File: config.mk
export PLATFORM = sky130hd
export DESIGN_NAME = mipsCore
export DESIGN_NICKNAME = d
export VERILOG_FILES = /design/src/design/mipsPkg.sv /design/src/design/pipeIf.sv /design/src/design/fetchStage.sv /design/src/design/regFile.sv /design/src/design/decodeStage.sv /design/src/design/executeStage.sv /design/src/design/memWbStage.sv /design/src/design/mipsCore.sv
export SDC_FILE = /design/constraint.sdc
export NUM_CORES = 2
export LEC_CHECK = 0
export ABC_AREA = 1
export BUFFER_PORTS_ARGS = -buffer_cell sky130_fd_sc_hd__buf_2
export CAP_MARGIN = 30
export CORE_MARGIN = 1
export CORE_UTILIZATION = 35
export CTS_BUF_LIST = sky130_fd_sc_hd__clkbuf_4 sky130_fd_sc_hd__clkbuf_8
export DETAILED_ROUTE_END_ITERATION = 6
export HOLD_SLACK_MARGIN = 0.15
export REMOVE_ABC_BUFFERS = 1
export SLEW_MARGIN = 20
export SYNTH_ARGS = -nofsm -noshare
export SYNTH_HDL_FRONTEND = slang
export SYNTH_HIERARCHICAL = 1
export SYNTH_SLANG_ARGS = --single-unit
export TNS_END_PERCENT = 30
File: constraint.sdc
create_clock -name clk -period 5.05 [get_ports clk]
set_input_delay 0.2525 -clock clk [delete_from_list [all_inputs] [get_ports clk]]
set_output_delay 0.2525 -clock clk [all_outputs]
set_load 0.005 [all_outputs]
File: src/design/mipsPkg.sv
`default_nettype none

package mipsPkg;

    // data word, also used for byte addresses and the PC
    typedef logic [31:0] wordT;
    // cache word address, byte offset dropped
    typedef logic [29:0] wordAddrT;
    typedef logic [4:0]  regIdxT;
    typedef logic [15:0] immT;

    typedef enum logic [5:0] {
        opR    = 6'h00,
        opBeq  = 6'h04,
        opAddi = 6'h08,
        opLw   = 6'h23,
        opSw   = 6'h2b
    } opcodeT;

    typedef enum logic [5:0] {
        fnAdd = 6'h20,
        fnSub = 6'h22,
        fnAnd = 6'h24,
        fnOr  = 6'h25,
        fnSlt = 6'h2a
    } functT;

    typedef enum logic [2:0] {
        aluAdd = 3'd0,
        aluSub = 3'd1,
        aluAnd = 3'd2,
        aluOr  = 3'd3,
        aluSlt = 3'd4
    } aluCtrlT;

    // operand source in execute
    typedef enum logic [1:0] {
        fwdNone = 2'd0,
        fwdMem  = 2'd1,
        fwdWb   = 2'd2
    } fwdSelT;

    localparam wordT RESET_PC = 32'h0000_0000;
    localparam int   NUM_REGS = 32;

endpackage

`default_nettype wire

File: src/design/pipeIf.sv
`timescale 1ns/1ps
`default_nettype none

// ID/EX pipeline register contents
interface decodeExecuteIf;
    import mipsPkg::*;

    logic    regWrite;
    logic    memRead;
    logic    memWrite;
    logic    branch;
    logic    aluSrcImm;
    aluCtrlT aluCtrl;
    wordT    rsVal;
    wordT    rtVal;
    // already sign extended
    wordT    imm;
    regIdxT  rs;
    regIdxT  rt;
    regIdxT  wsel;
    wordT    branchTarget;

    modport drive (
        output regWrite, memRead, memWrite, branch, aluSrcImm, aluCtrl,
        output rsVal, rtVal, imm, rs, rt, wsel, branchTarget
    );

    modport receive (
        input regWrite, memRead, memWrite, branch, aluSrcImm, aluCtrl,
        input rsVal, rtVal, imm, rs, rt, wsel, branchTarget
    );
endinterface

// EX/MEM pipeline register contents
interface executeMemoryIf;
    import mipsPkg::*;

    logic   regWrite;
    logic   memRead;
    logic   memWrite;
    wordT   aluOut;
    wordT   storeData;
    regIdxT wsel;
    logic   branchTaken;
    wordT   branchTarget;

    modport drive (
        output regWrite, memRead, memWrite, aluOut, storeData, wsel,
        output branchTaken, branchTarget
    );

    modport receive (
        input regWrite, memRead, memWrite, aluOut, storeData, wsel,
        input branchTaken, branchTarget
    );
endinterface

`default_nettype wire

File: src/design/fetchStage.sv
`timescale 1ns/1ps
`default_nettype none

module fetchStage (
    input  wire                 clk,
    input  wire                 rst_n,
    input  wire                 pipeStall,
    input  wire                 loadStall,
    executeMemoryIf.receive     exMem,
    input  wire mipsPkg::wordT  icacheRdata,
    output mipsPkg::wordAddrT   icacheAddr,
    output mipsPkg::wordT       instr,
    output mipsPkg::wordT       pcPlus4
);
    import mipsPkg::*;

    wordT pc;
    wordT seqPc;
    wordT nextPc;
    logic advance;

    assign seqPc  = pc + 32'd4;
    assign nextPc = exMem.branchTaken ? exMem.branchTarget : seqPc;

    // a taken branch wins over the load-use hold, the held instruction is wrong path
    assign advance = !pipeStall && (exMem.branchTaken || !loadStall);

    assign icacheAddr = pc[31:2];

    //////////////////////////////////////////////////
    // PC and IF/ID

    always_ff @(posedge clk or negedge rst_n) begin
        if (!rst_n) begin
            pc    <= RESET_PC;
            instr <= '0;
        end else if (advance) begin
            pc <= nextPc;
            // all-zero word decodes as nop
            instr <= exMem.branchTaken ? '0 : icacheRdata;
        end
    end

    always_ff @(posedge clk) begin
        if (advance) begin
            pcPlus4 <= seqPc;
        end
    end

    pcAligned: assert property (@(posedge clk) disable iff (!rst_n) pc[1:0] == 2'b00);

endmodule

`default_nettype wire

File: src/design/regFile.sv
`timescale 1ns/1ps
`default_nettype none

module regFile (
    input  wire                   clk,
    input  wire                   rst_n,
    input  wire mipsPkg::regIdxT  rs,
    input  wire mipsPkg::regIdxT  rt,
    output mipsPkg::wordT         rsVal,
    output mipsPkg::wordT         rtVal,
    input  wire                   wbWrite,
    input  wire mipsPkg::regIdxT  wbSel,
    input  wire mipsPkg::wordT    wbData
);
    import mipsPkg::*;

    wordT regs [NUM_REGS];

    // register zero is never written
    always_ff @(posedge clk or negedge rst_n) begin
        if (!rst_n) begin
            for (int i = 0; i < NUM_REGS; i++) begin
                regs[i] <= '0;
            end
        end else if (wbWrite && wbSel != '0) begin
            regs[wbSel] <= wbData;
        end
    end

    // write-first bypass
    always_comb begin
        if (rs == '0) begin
            rsVal = '0;
        end else if (wbWrite && wbSel == rs) begin
            rsVal = wbData;
        end else begin
            rsVal = regs[rs];
        end
    end

    always_comb begin
        if (rt == '0) begin
            rtVal = '0;
        end else if (wbWrite && wbSel == rt) begin
            rtVal = wbData;
        end else begin
            rtVal = regs[rt];
        end
    end

endmodule

`default_nettype wire

File: src/design/decodeStage.sv
`timescale 1ns/1ps
`default_nettype none

module decodeStage (
    input  wire                   clk,
    input  wire                   rst_n,
    input  wire                   pipeStall,
    input  wire                   branchTaken,
    input  wire mipsPkg::wordT    instr,
    input  wire mipsPkg::wordT    pcPlus4,
    input  wire                   wbWrite,
    input  wire mipsPkg::regIdxT  wbSel,
    input  wire mipsPkg::wordT    wbData,
    output logic                  loadStall,
    decodeExecuteIf.drive         idEx
);
    import mipsPkg::*;

    opcodeT  opcode;
    functT   funct;
    regIdxT  rs;
    regIdxT  rt;
    regIdxT  rd;
    regIdxT  wsel;
    immT     immField;
    wordT    immExt;
    wordT    rsVal;
    wordT    rtVal;
    wordT    branchTarget;
    logic    regWrite;
    logic    memRead;
    logic    memWrite;
    logic    branch;
    logic    aluSrcImm;
    logic    useRd;
    aluCtrlT aluCtrl;

    assign opcode   = opcodeT'(instr[31:26]);
    assign rs       = instr[25:21];
    assign rt       = instr[20:16];
    assign rd       = instr[15:11];
    assign immField = instr[15:0];
    assign funct    = functT'(instr[5:0]);

    regFile regs (
        .clk     (clk),
        .rst_n   (rst_n),
        .rs      (rs),
        .rt      (rt),
        .rsVal   (rsVal),
        .rtVal   (rtVal),
        .wbWrite (wbWrite),
        .wbSel   (wbSel),
        .wbData  (wbData)
    );

    //////////////////////////////////////////////////
    // main decoder

    always_comb begin
        regWrite  = 1'b0;
        memRead   = 1'b0;
        memWrite  = 1'b0;
        branch    = 1'b0;
        aluSrcImm = 1'b0;
        useRd     = 1'b0;
        aluCtrl   = aluAdd;
        case (opcode)
            opR: begin
                useRd    = 1'b1;
                regWrite = 1'b1;
                case (funct)
                    fnAdd:   aluCtrl = aluAdd;
                    fnSub:   aluCtrl = aluSub;
                    fnAnd:   aluCtrl = aluAnd;
                    fnOr:    aluCtrl = aluOr;
                    fnSlt:   aluCtrl = aluSlt;
                    // unsupported funct, including the nop word
                    default: regWrite = 1'b0;
                endcase
            end
            opAddi: begin
                regWrite  = 1'b1;
                aluSrcImm = 1'b1;
            end
            opLw: begin
                regWrite  = 1'b1;
                memRead   = 1'b1;
                aluSrcImm = 1'b1;
            end
            opSw: begin
                memWrite  = 1'b1;
                aluSrcImm = 1'b1;
            end
            opBeq: begin
                branch  = 1'b1;
                aluCtrl = aluSub;
            end
            default: begin
                regWrite = 1'b0;
            end
        endcase
    end

    assign wsel         = useRd ? rd : rt;
    assign immExt       = {{16{immField[15]}}, immField};
    assign branchTarget = pcPlus4 + {immExt[29:0], 2'b00};

    // load in EX whose result is needed by the instruction in ID
    assign loadStall = idEx.memRead && idEx.wsel != '0 &&
                       (idEx.wsel == rs || idEx.wsel == rt);

    //////////////////////////////////////////////////
    // ID/EX register

    always_ff @(posedge clk or negedge rst_n) begin
        if (!rst_n) begin
            idEx.regWrite <= 1'b0;
            idEx.memRead  <= 1'b0;
            idEx.memWrite <= 1'b0;
            idEx.branch   <= 1'b0;
        end else if (!pipeStall) begin
            // bubble on load-use and on a taken branch
            idEx.regWrite <= regWrite && !loadStall && !branchTaken;
            idEx.memRead  <= memRead && !loadStall && !branchTaken;
            idEx.memWrite <= memWrite && !loadStall && !branchTaken;
            idEx.branch   <= branch && !loadStall && !branchTaken;
        end
    end

    always_ff @(posedge clk) begin
        if (!pipeStall) begin
            idEx.aluSrcImm    <= aluSrcImm;
            idEx.aluCtrl      <= aluCtrl;
            idEx.rsVal        <= rsVal;
            idEx.rtVal        <= rtVal;
            idEx.imm          <= immExt;
            idEx.rs           <= rs;
            idEx.rt           <= rt;
            idEx.wsel         <= wsel;
            idEx.branchTarget <= branchTarget;
        end
    end

    bubbleNoWrite: assert property (@(posedge clk) disable iff (!rst_n)
        (!pipeStall && (loadStall || branchTaken)) |=> !idEx.regWrite);

endmodule

`default_nettype wire

File: src/design/executeStage.sv
`timescale 1ns/1ps
`default_nettype none

module executeStage (
    input  wire                   clk,
    input  wire                   rst_n,
    input  wire                   pipeStall,
    decodeExecuteIf.receive       idEx,
    input  wire                   wbWrite,
    input  wire mipsPkg::regIdxT  wbSel,
    input  wire mipsPkg::wordT    wbData,
    executeMemoryIf.drive         exMem
);
    import mipsPkg::*;

    fwdSelT fwdA;
    fwdSelT fwdB;
    wordT   opA;
    wordT   rtFwd;
    wordT   opB;
    wordT   aluOut;
    logic   branchTaken;

    // EX/MEM has priority over writeback, register zero is never forwarded
    function automatic fwdSelT fwdFor(input regIdxT src, input logic memWr,
                                      input regIdxT memSel, input logic wbWr,
                                      input regIdxT wbDst);
        fwdSelT sel;
        sel = fwdNone;
        if (memWr && memSel != '0 && memSel == src) begin
            sel = fwdMem;
        end else if (wbWr && wbDst != '0 && wbDst == src) begin
            sel = fwdWb;
        end
        return sel;
    endfunction

    function automatic wordT fwdMux(input fwdSelT sel, input wordT regVal,
                                    input wordT memVal, input wordT wbVal);
        wordT val;
        case (sel)
            fwdMem:  val = memVal;
            fwdWb:   val = wbVal;
            default: val = regVal;
        endcase
        return val;
    endfunction

    assign fwdA  = fwdFor(idEx.rs, exMem.regWrite, exMem.wsel, wbWrite, wbSel);
    assign fwdB  = fwdFor(idEx.rt, exMem.regWrite, exMem.wsel, wbWrite, wbSel);
    assign opA   = fwdMux(fwdA, idEx.rsVal, exMem.aluOut, wbData);
    assign rtFwd = fwdMux(fwdB, idEx.rtVal, exMem.aluOut, wbData);
    assign opB   = idEx.aluSrcImm ? idEx.imm : rtFwd;

    //////////////////////////////////////////////////
    // ALU and branch compare

    always_comb begin
        case (idEx.aluCtrl)
            aluSub:  aluOut = opA - opB;
            aluAnd:  aluOut = opA & opB;
            aluOr:   aluOut = opA | opB;
            aluSlt:  aluOut = ($signed(opA) < $signed(opB)) ? 32'd1 : 32'd0;
            default: aluOut = opA + opB;
        endcase
    end

    assign branchTaken = idEx.branch && (opA == rtFwd);

    //////////////////////////////////////////////////
    // EX/MEM register

    always_ff @(posedge clk or negedge rst_n) begin
        if (!rst_n) begin
            exMem.regWrite    <= 1'b0;
            exMem.memRead     <= 1'b0;
            exMem.memWrite    <= 1'b0;
            exMem.branchTaken <= 1'b0;
        end else if (!pipeStall) begin
            // wrong-path instruction is squashed while the branch sits in MEM
            exMem.regWrite    <= idEx.regWrite && !exMem.branchTaken;
            exMem.memRead     <= idEx.memRead && !exMem.branchTaken;
            exMem.memWrite    <= idEx.memWrite && !exMem.branchTaken;
            exMem.branchTaken <= branchTaken && !exMem.branchTaken;
        end
    end

    always_ff @(posedge clk) begin
        if (!pipeStall) begin
            exMem.aluOut       <= aluOut;
            exMem.storeData    <= rtFwd;
            exMem.wsel         <= idEx.wsel;
            exMem.branchTarget <= idEx.branchTarget;
        end
    end

    takenOnePulse: assert property (@(posedge clk) disable iff (!rst_n)
        (exMem.branchTaken && !pipeStall) |=> !exMem.branchTaken);

endmodule

`default_nettype wire

File: src/design/memWbStage.sv
`timescale 1ns/1ps
`default_nettype none

module memWbStage (
    input  wire                  clk,
    input  wire                  rst_n,
    input  wire                  pipeStall,
    executeMemoryIf.receive      exMem,
    input  wire mipsPkg::wordT   dcacheRdata,
    output logic                 dcacheRead,
    output logic                 dcacheWrite,
    output mipsPkg::wordAddrT    dcacheAddr,
    output mipsPkg::wordT        dcacheWdata,
    output logic                 wbWrite,
    output mipsPkg::regIdxT      wbSel,
    output mipsPkg::wordT        wbData
);
    import mipsPkg::*;

    logic memToReg;
    wordT loadData;
    wordT aluOutWb;

    // data request straight from EX/MEM
    assign dcacheRead  = exMem.memRead;
    assign dcacheWrite = exMem.memWrite;
    assign dcacheAddr  = exMem.aluOut[31:2];
    assign dcacheWdata = exMem.storeData;

    //////////////////////////////////////////////////
    // MEM/WB register

    always_ff @(posedge clk or negedge rst_n) begin
        if (!rst_n) begin
            wbWrite  <= 1'b0;
            memToReg <= 1'b0;
        end else if (!pipeStall) begin
            wbWrite  <= exMem.regWrite;
            memToReg <= exMem.memRead;
        end
    end

    // rdata is valid once the stall has dropped
    always_ff @(posedge clk) begin
        if (!pipeStall) begin
            loadData <= dcacheRdata;
            aluOutWb <= exMem.aluOut;
            wbSel    <= exMem.wsel;
        end
    end

    assign wbData = memToReg ? loadData : aluOutWb;

    oneRequest: assert property (@(posedge clk) disable iff (!rst_n)
        !(dcacheRead && dcacheWrite));

endmodule

`default_nettype wire

File: src/design/mipsCore.sv
`timescale 1ns/1ps
`default_nettype none

module mipsCore (
    input  wire                  clk,
    input  wire                  rst_n,
    input  wire                  icacheStall,
    input  wire mipsPkg::wordT   icacheRdata,
    output mipsPkg::wordAddrT    icacheAddr,
    input  wire                  dcacheStall,
    input  wire mipsPkg::wordT   dcacheRdata,
    output logic                 dcacheRead,
    output logic                 dcacheWrite,
    output mipsPkg::wordAddrT    dcacheAddr,
    output mipsPkg::wordT        dcacheWdata
);
    import mipsPkg::*;

    logic   pipeStall;
    logic   loadStall;
    wordT   instr;
    wordT   pcPlus4;
    logic   wbWrite;
    regIdxT wbSel;
    wordT   wbData;

    decodeExecuteIf idEx ();
    executeMemoryIf exMem ();

    // either cache busy freezes the whole pipeline
    assign pipeStall = icacheStall | dcacheStall;

    fetchStage fetch (
        .clk         (clk),
        .rst_n       (rst_n),
        .pipeStall   (pipeStall),
        .loadStall   (loadStall),
        .exMem       (exMem.receive),
        .icacheRdata (icacheRdata),
        .icacheAddr  (icacheAddr),
        .instr       (instr),
        .pcPlus4     (pcPlus4)
    );

    decodeStage decode (
        .clk         (clk),
        .rst_n       (rst_n),
        .pipeStall   (pipeStall),
        .branchTaken (exMem.branchTaken),
        .instr       (instr),
        .pcPlus4     (pcPlus4),
        .wbWrite     (wbWrite),
        .wbSel       (wbSel),
        .wbData      (wbData),
        .loadStall   (loadStall),
        .idEx        (idEx.drive)
    );

    executeStage execute (
        .clk       (clk),
        .rst_n     (rst_n),
        .pipeStall (pipeStall),
        .idEx      (idEx.receive),
        .wbWrite   (wbWrite),
        .wbSel     (wbSel),
        .wbData    (wbData),
        .exMem     (exMem.drive)
    );

    memWbStage memWb (
        .clk         (clk),
        .rst_n       (rst_n),
        .pipeStall   (pipeStall),
        .exMem       (exMem.receive),
        .dcacheRdata (dcacheRdata),
        .dcacheRead  (dcacheRead),
        .dcacheWrite (dcacheWrite),
        .dcacheAddr  (dcacheAddr),
        .dcacheWdata (dcacheWdata),
        .wbWrite     (wbWrite),
        .wbSel       (wbSel),
        .wbData      (wbData)
    );

endmodule

`default_nettype wire

Yosys cells after proc, flatten, opt, wreduce, memory -nomap -nowiden
Cells that the tools add are included.

word-level totals
  latch bits = 0
  ROM bits = 0
  memories kept = 0
  input bits = 68
  bits in writable memories = 0
  register bits = 1431

cells by class
  $mul = 0
  multiplexer cells = 33
  bitwise gates (word level) = 6
  reductions and logical operators = 39
  magnitude comparators = 5
  equal/unequal tests = 26
  divide/modulo/power cells = 0
  $add $sub $neg = 4
  shift-type cells = 0

operators with widths
  operator                                       number
  bitwise mux 1024 bit                           1
  two-way mux 32 bit                             11
  binary-select mux 32 bit (select 5 bit)        2
  demux 32 bit (select 5 bit)                    1
  one-hot mux 32 bit (2 select lines)            2
  one-hot mux 32 bit (4 select lines)            1
  adder 32 bit                                   2
  == test 6 bit, second input constant           7
  == test 5 bit                                  8
  adder 32 x 3 -> 32 bit, second input constant  1
  AND 32 bit                                     1
  == test 32 bit                                 1
  less-than comparator 32 bit                    1
  OR 32 bit                                      1
  subtractor 32 bit                              1
  logical AND 1 bit                              25
  >= comparator 6 bit, second input constant     3
  inverter 5 -> 6 bit                            3
  nonzero test 5 bit                             3
  one-hot mux 3 bit (4 select lines)             1
  zero test 5 bit                                2
  two-way mux 2 bit                              4
  two-way mux 1 bit                              7
  == test 3 x 2 -> 1 bit, second input constant  2
  other kinds (17)                               22

Depth between registers and ports, before layout
  depth after elaboration = 11
  gate-level depth with buffers = 32

Modules after synthesis
Netlist, hierarchy kept.

modules (own cells, without submodules)
  module        area each (sq um)  instances  cells an instance  sequential area each (sq um)
  regFile       58267.1            1          8497               25624.6
  executeStage  11636.2            1          1753               3133.0
  decodeStage   6850.3             1          698                4033.9
  fetchStage    4921.0             1          599                2562.5
  memWbStage    3062.9             1          246                2122.0
  mipsCore      11.3               1          3                  0.0

Least setup slack after synthesis
OpenSTA, ideal clock, no wires.

  path kind = reg2reg
  start = register memWb.wbSel[1]
  end = register execute.exMem.aluOut[26] (data pin)
  arrival time = 3.422 ns
  library setup time = 0.260 ns
  required time = 4.790 ns
  setup slack = 1.368 ns
  path buffers = 1
  period minus slack after synthesis = 3.682 ns
  stages on the path, launching flop included = 32
  cells stage by stage = edfxtp_1 > inv_1 > nand2_1 > nand2_1 > nand2_1 > nor2_1 > nand2_1 > nor2_4 > nand2_4 > buf_6 > nor2_2 > nor2_1 > o21ai_0 > inv_1 > ha_1 > fa_1 > nor2_1 > o21ai_0 > nand2_1 > nand2_1 > nand2_1 > nand2_1 > nand2_1 > nand2_1 > nand2_1 > nand2_1 > nand2_1 > nand4_1 > nand2_1 > nand2_1 > nand3_1 > nand3_1

between the ends
  word-level cells in the longest chain between the ends = 10

RTL lines
  what                                                     line                                    source
  from (decl)                                              memWbStage.sv:15                        output mipsPkg::regIdxT wbSel,
  from (signal assigned)                                   memWbStage.sv:48                        wbSel <= exMem.wsel;
  nonzero test 5 bit                                       executeStage.sv:32                      end else if (wbWr && wbDst != '0 && wbDst == src) begin
  logical AND 1 bit                                        executeStage.sv:32
  logical AND 1 bit *                                      executeStage.sv:32
  two-way mux 2 bit *                                      executeStage.sv:32
  two-way mux 2 bit *                                      executeStage.sv:30                      if (memWr && memSel != '0 && memSel == src) begin
  == test 2 bit or == test 2 x 1 -> 1 bit (tied branches)  executeStage.sv:41                      case (sel)
  one-hot mux 32 bit (2 select lines) *                    executeStage.sv:41
  via execute.rtFwd[0]                                     executeStage.sv:19                      wordT rtFwd;
  two-way mux 32 bit *                                     executeStage.sv:53                      assign opB = idEx.aluSrcImm ? idEx.imm : rtFwd;
  adder 32 bit or subtractor 32 bit (tied branches)        executeStage.sv:64, executeStage.sv:60
  one-hot mux 32 bit (4 select lines) *                    executeStage.sv:59                      case (idEx.aluCtrl)
  via execute.aluOut[26]                                   executeStage.sv:21                      wordT aluOut;
  to (decl)                                                pipeIf.sv:48                            output regWrite, memRead, memWrite, aluOut, storeData, wsel,

Mark *: on every way through the listed nets, which the timed path passes. The rest lies on a longest branch.
A chain may end at the register's enable or synchronous reset.

Worst setup path after layout
  start = register execute.exMem.wsel[3]
  end = register execute.exMem.aluOut[0] (data pin)

between the ends
  word-level cells in the longest chain between the ends = 10

RTL lines
  what                                                     line                source
  from (decl)                                              pipeIf.sv:48
  nonzero test 5 bit                                       executeStage.sv:30
  logical AND 1 bit                                        executeStage.sv:30
  logical AND 1 bit *                                      executeStage.sv:30
  two-way mux 2 bit *                                      executeStage.sv:30
  == test 2 bit or == test 2 x 1 -> 1 bit (tied branches)  executeStage.sv:41
  one-hot mux 32 bit (2 select lines) *                    executeStage.sv:41
  via execute.rtFwd[0]                                     executeStage.sv:19
  two-way mux 32 bit *                                     executeStage.sv:53
  less-than comparator 32 bit                              executeStage.sv:63  aluSlt: aluOut = ($signed(opA) < $signed(opB)) ? 32'd1 : 32'd0;
  two-way mux 1 bit                                        executeStage.sv:63
  one-hot mux 32 bit (4 select lines) *                    executeStage.sv:59
  via execute.aluOut[0]                                    executeStage.sv:21

Marks and branches as above.

==> impl_metrics.tcl <==
set metrics [dict create \
    antenna_found_initial 10 \
    hold_end "decode/regs/regs[1020]" \
    worstPathArrival_ps 5440 \
    min_from "decode/regs/regs[1020]" \
    grt_pass1_wl_um 510000 \
    slew_violations 0 \
    hold_class "flop to flop" \
    syn_avg_cell_area_um2 7.17 \
    worst-path-max-fanout 17 \
    grt_use_met3 0.0526 \
    numCtsBuffers 280 \
    syn_to_final_growth_pct 12.2 \
    crit_path_end_kind "flop" \
    fmax_ghz 0.214 \
    rr_startpoint "execute/exMem.wsel[3]" \
    worstReg2RegEnd "execute/exMem.aluOut[0]" \
    fin_area_mm2 0.0948 \
    min_path_cells 0 \
    portBuffers 161 \
    cts_sinks 1423 \
    grt_use_total 0.280 \
    worst-path-buf-inv 2 \
    crit_type "flop to flop" \
    finClkSkew_ps 136 \
    path_clk_slew_ps 60 \
    antenna_left 0 \
    hold_violations 0 \
    seq_area_mm2 0.0373 \
    crit_path_start_kind "flop" \
    total_power_mw 35.0 \
    synth_cells 11800 \
    ff2ff_path_depth 25 \
    gp_congestion 1.01 \
    via_per_inst 5.43 \
    drc_errors 0 \
    timing.final.crit_share 0.925 \
    grt_use_met1 0.376 \
    worst_pin_slew_ps 1120 \
    ctsHtreeMaxLevel 5 \
    drt_iter0_drc 10600 \
    overflow 0 \
    fillCellCount 25000 \
    cp.required_ps 5820 \
    grt_max_degree 167 \
    critPathMostFrequentCell "nand2_1" \
    wirelength_um 349000 \
    status "finished clean" \
    critical-path-top-delay-family "simple AND/OR/NAND/NOR gates" \
    drv_cap 0 \
    numPlacedInstances 14400 \
    p_leak_nw 43.9 \
    multi_input_area_mm2 0.0389 \
    dieWidth_um 493 \
    io_pins 162 \
    dpl_cell_area_mm2 0.0875 \
    dieHeight_um 493 \
    cts_tree "done" \
    ir_worst_vdd_mv 0.190 \
    drtPass1Iterations 6 \
    clock_latency_ps 1110 \
    slowest_stage "edfxtp_1" \
    yosys_warnings 6 \
    period_needed_ps 4670 \
    wl_per_cell_um 23.2 \
    dieArea_mm2 0.243 \
    grt.busiest_layer "met2" \
    drive_above_1_share 0.0920 \
    grt_use_met2 0.425 \
    relSlewSlack 0.250 \
    cpPeakStageDelay_ps 460 \
    power.density_mw_per_mm2 370 \
    hold_ws_ps 372 \
    cts_root_buf "clkbuf_8" \
    synth.cell_area_mm2 0.0845 \
    clockBufferDepth 4 \
    r2r_slack_ps 380 \
    rsz0062_at_grt "false" \
    initial_core_util 0.352 \
    row_count 180 \
    setup_viol 0 \
    fin_nets 11900 \
    vias 81700 \
    grt_pass1_vias 75000 \
    dp_hpwl_um 216000 \
    design.core.area_mm2 0.240 \
    fin_cells 15100 \
]
-- metal layers --
layer | part of all wire | vias to the layer above | routed length (um)
met5 | 0.000020 | - | 7
met4 | 0.061 | 2 | 21200
met3 | 0.097 | 827 | 33700
met2 | 0.43 | 4275 | 151000
met1 | 0.41 | 38800 | 143000
li1 | - | 37800 | -
-- what timing repair did --
item	in CTS	in global routing
resized for setup	0	4
setup buffers	0	0
endpoints found under the setup margin	0	7
hold buffers	155	0
hold endpoints to repair	1193	0
-- stage by stage --
stage	setup TNS, ps	util	worst slack, ps
3_5_place_dp	0	0.364	58.6
3_3_place_gp	0	0.364	81.8
2_1_floorplan	-1883940	-	-17970
4_1_cts	0	0.394	159
6_report	0	0.394	378
5_1_grt	0	0.394	10.3
-- cells in the final DEF, fill, tap and decap left out, types with 41 or more instances in the layout --
| cell type | n |
|---|---|
| clkbuf_4 | 96 |
| dlygate4sd3_1 | 155 |
| nor3_1 | 51 |
| buf_2 | 161 |
| ha_1 | 126 |
| nand2_1 | 3634 |
| a21oi_1 | 459 |
| buf_4 | 187 |
| or2_2 | 52 |
| xor2_1 | 48 |
| nor2_1 | 611 |
| o211ai_1 | 206 |
| nand3_1 | 1290 |
| dfrtp_1 | 1085 |
| o21ai_0 | 1448 |
| clkbuf_8 | 326 |
| edfxtp_1 | 327 |
| nor2_2 | 44 |
| inv_1 | 1106 |
| nand3b_1 | 56 |
| o21ai_1 | 41 |
-- how the worst max path moves through the flow --
stage | start | endpoint | slack (ps) | cells past startpoint
after global placement | memWb/wbSel[1] | execute/exMem.aluOut[25] | 80 | 25
after CTS | memWb/wbSel[2] | execute/exMem.aluOut[25] | 160 | 26
after global routing | execute/exMem.wsel[3] | execute/exMem.aluOut[0] | 10 | 25
after detailed placement | memWb/wbSel[1] | execute/exMem.aluOut[25] | 60 | 26
after floorplan | fetch/instr[16] | decode/idEx.rtVal[0] | -17970 | 5
final | execute/exMem.wsel[3] | execute/exMem.aluOut[0] | 380 | 25
-- power breakdown --
group	total (mW)	switching, mW	leakage, nW	internal [mW]
logic	8.91	6.24	22.7	2.67
registers	13.9	0.970	18.1	12.9
clock network	12.2	5.31	3.01	6.90
-- cell type report --
cell class / count / area share
Sequential cell: 1423 / 0.393
Antenna cell: 8 / 0.000211
Clock inverter: 55 / 0.00471
Inverter: 1144 / 0.0458
Multi-Input combinational cell: 8282 / 0.411
Clock buffer: 422 / 0.0550
Timing Repair Buffer: 541 / 0.0479
Tap cell: 3185 / 0.0421
-- sequential cells by signal, summed over array words and instances, names as in the netlist, 16 cells and up --
name / count
fetch/pcPlus4: 30
fetch/instr: 32
execute/exMem.storeData: 32
decode/idEx.rsVal: 32
decode/idEx.branchTarget: 30
decode/idEx.rtVal: 32
memWb/aluOutWb: 32
decode/idEx.imm: 16
execute/exMem.aluOut: 32
memWb/loadData: 32
fetch/pc: 30
execute/exMem.branchTarget: 30
decode/regs/regs: 1024
Power figures use the tool's default switching activity.
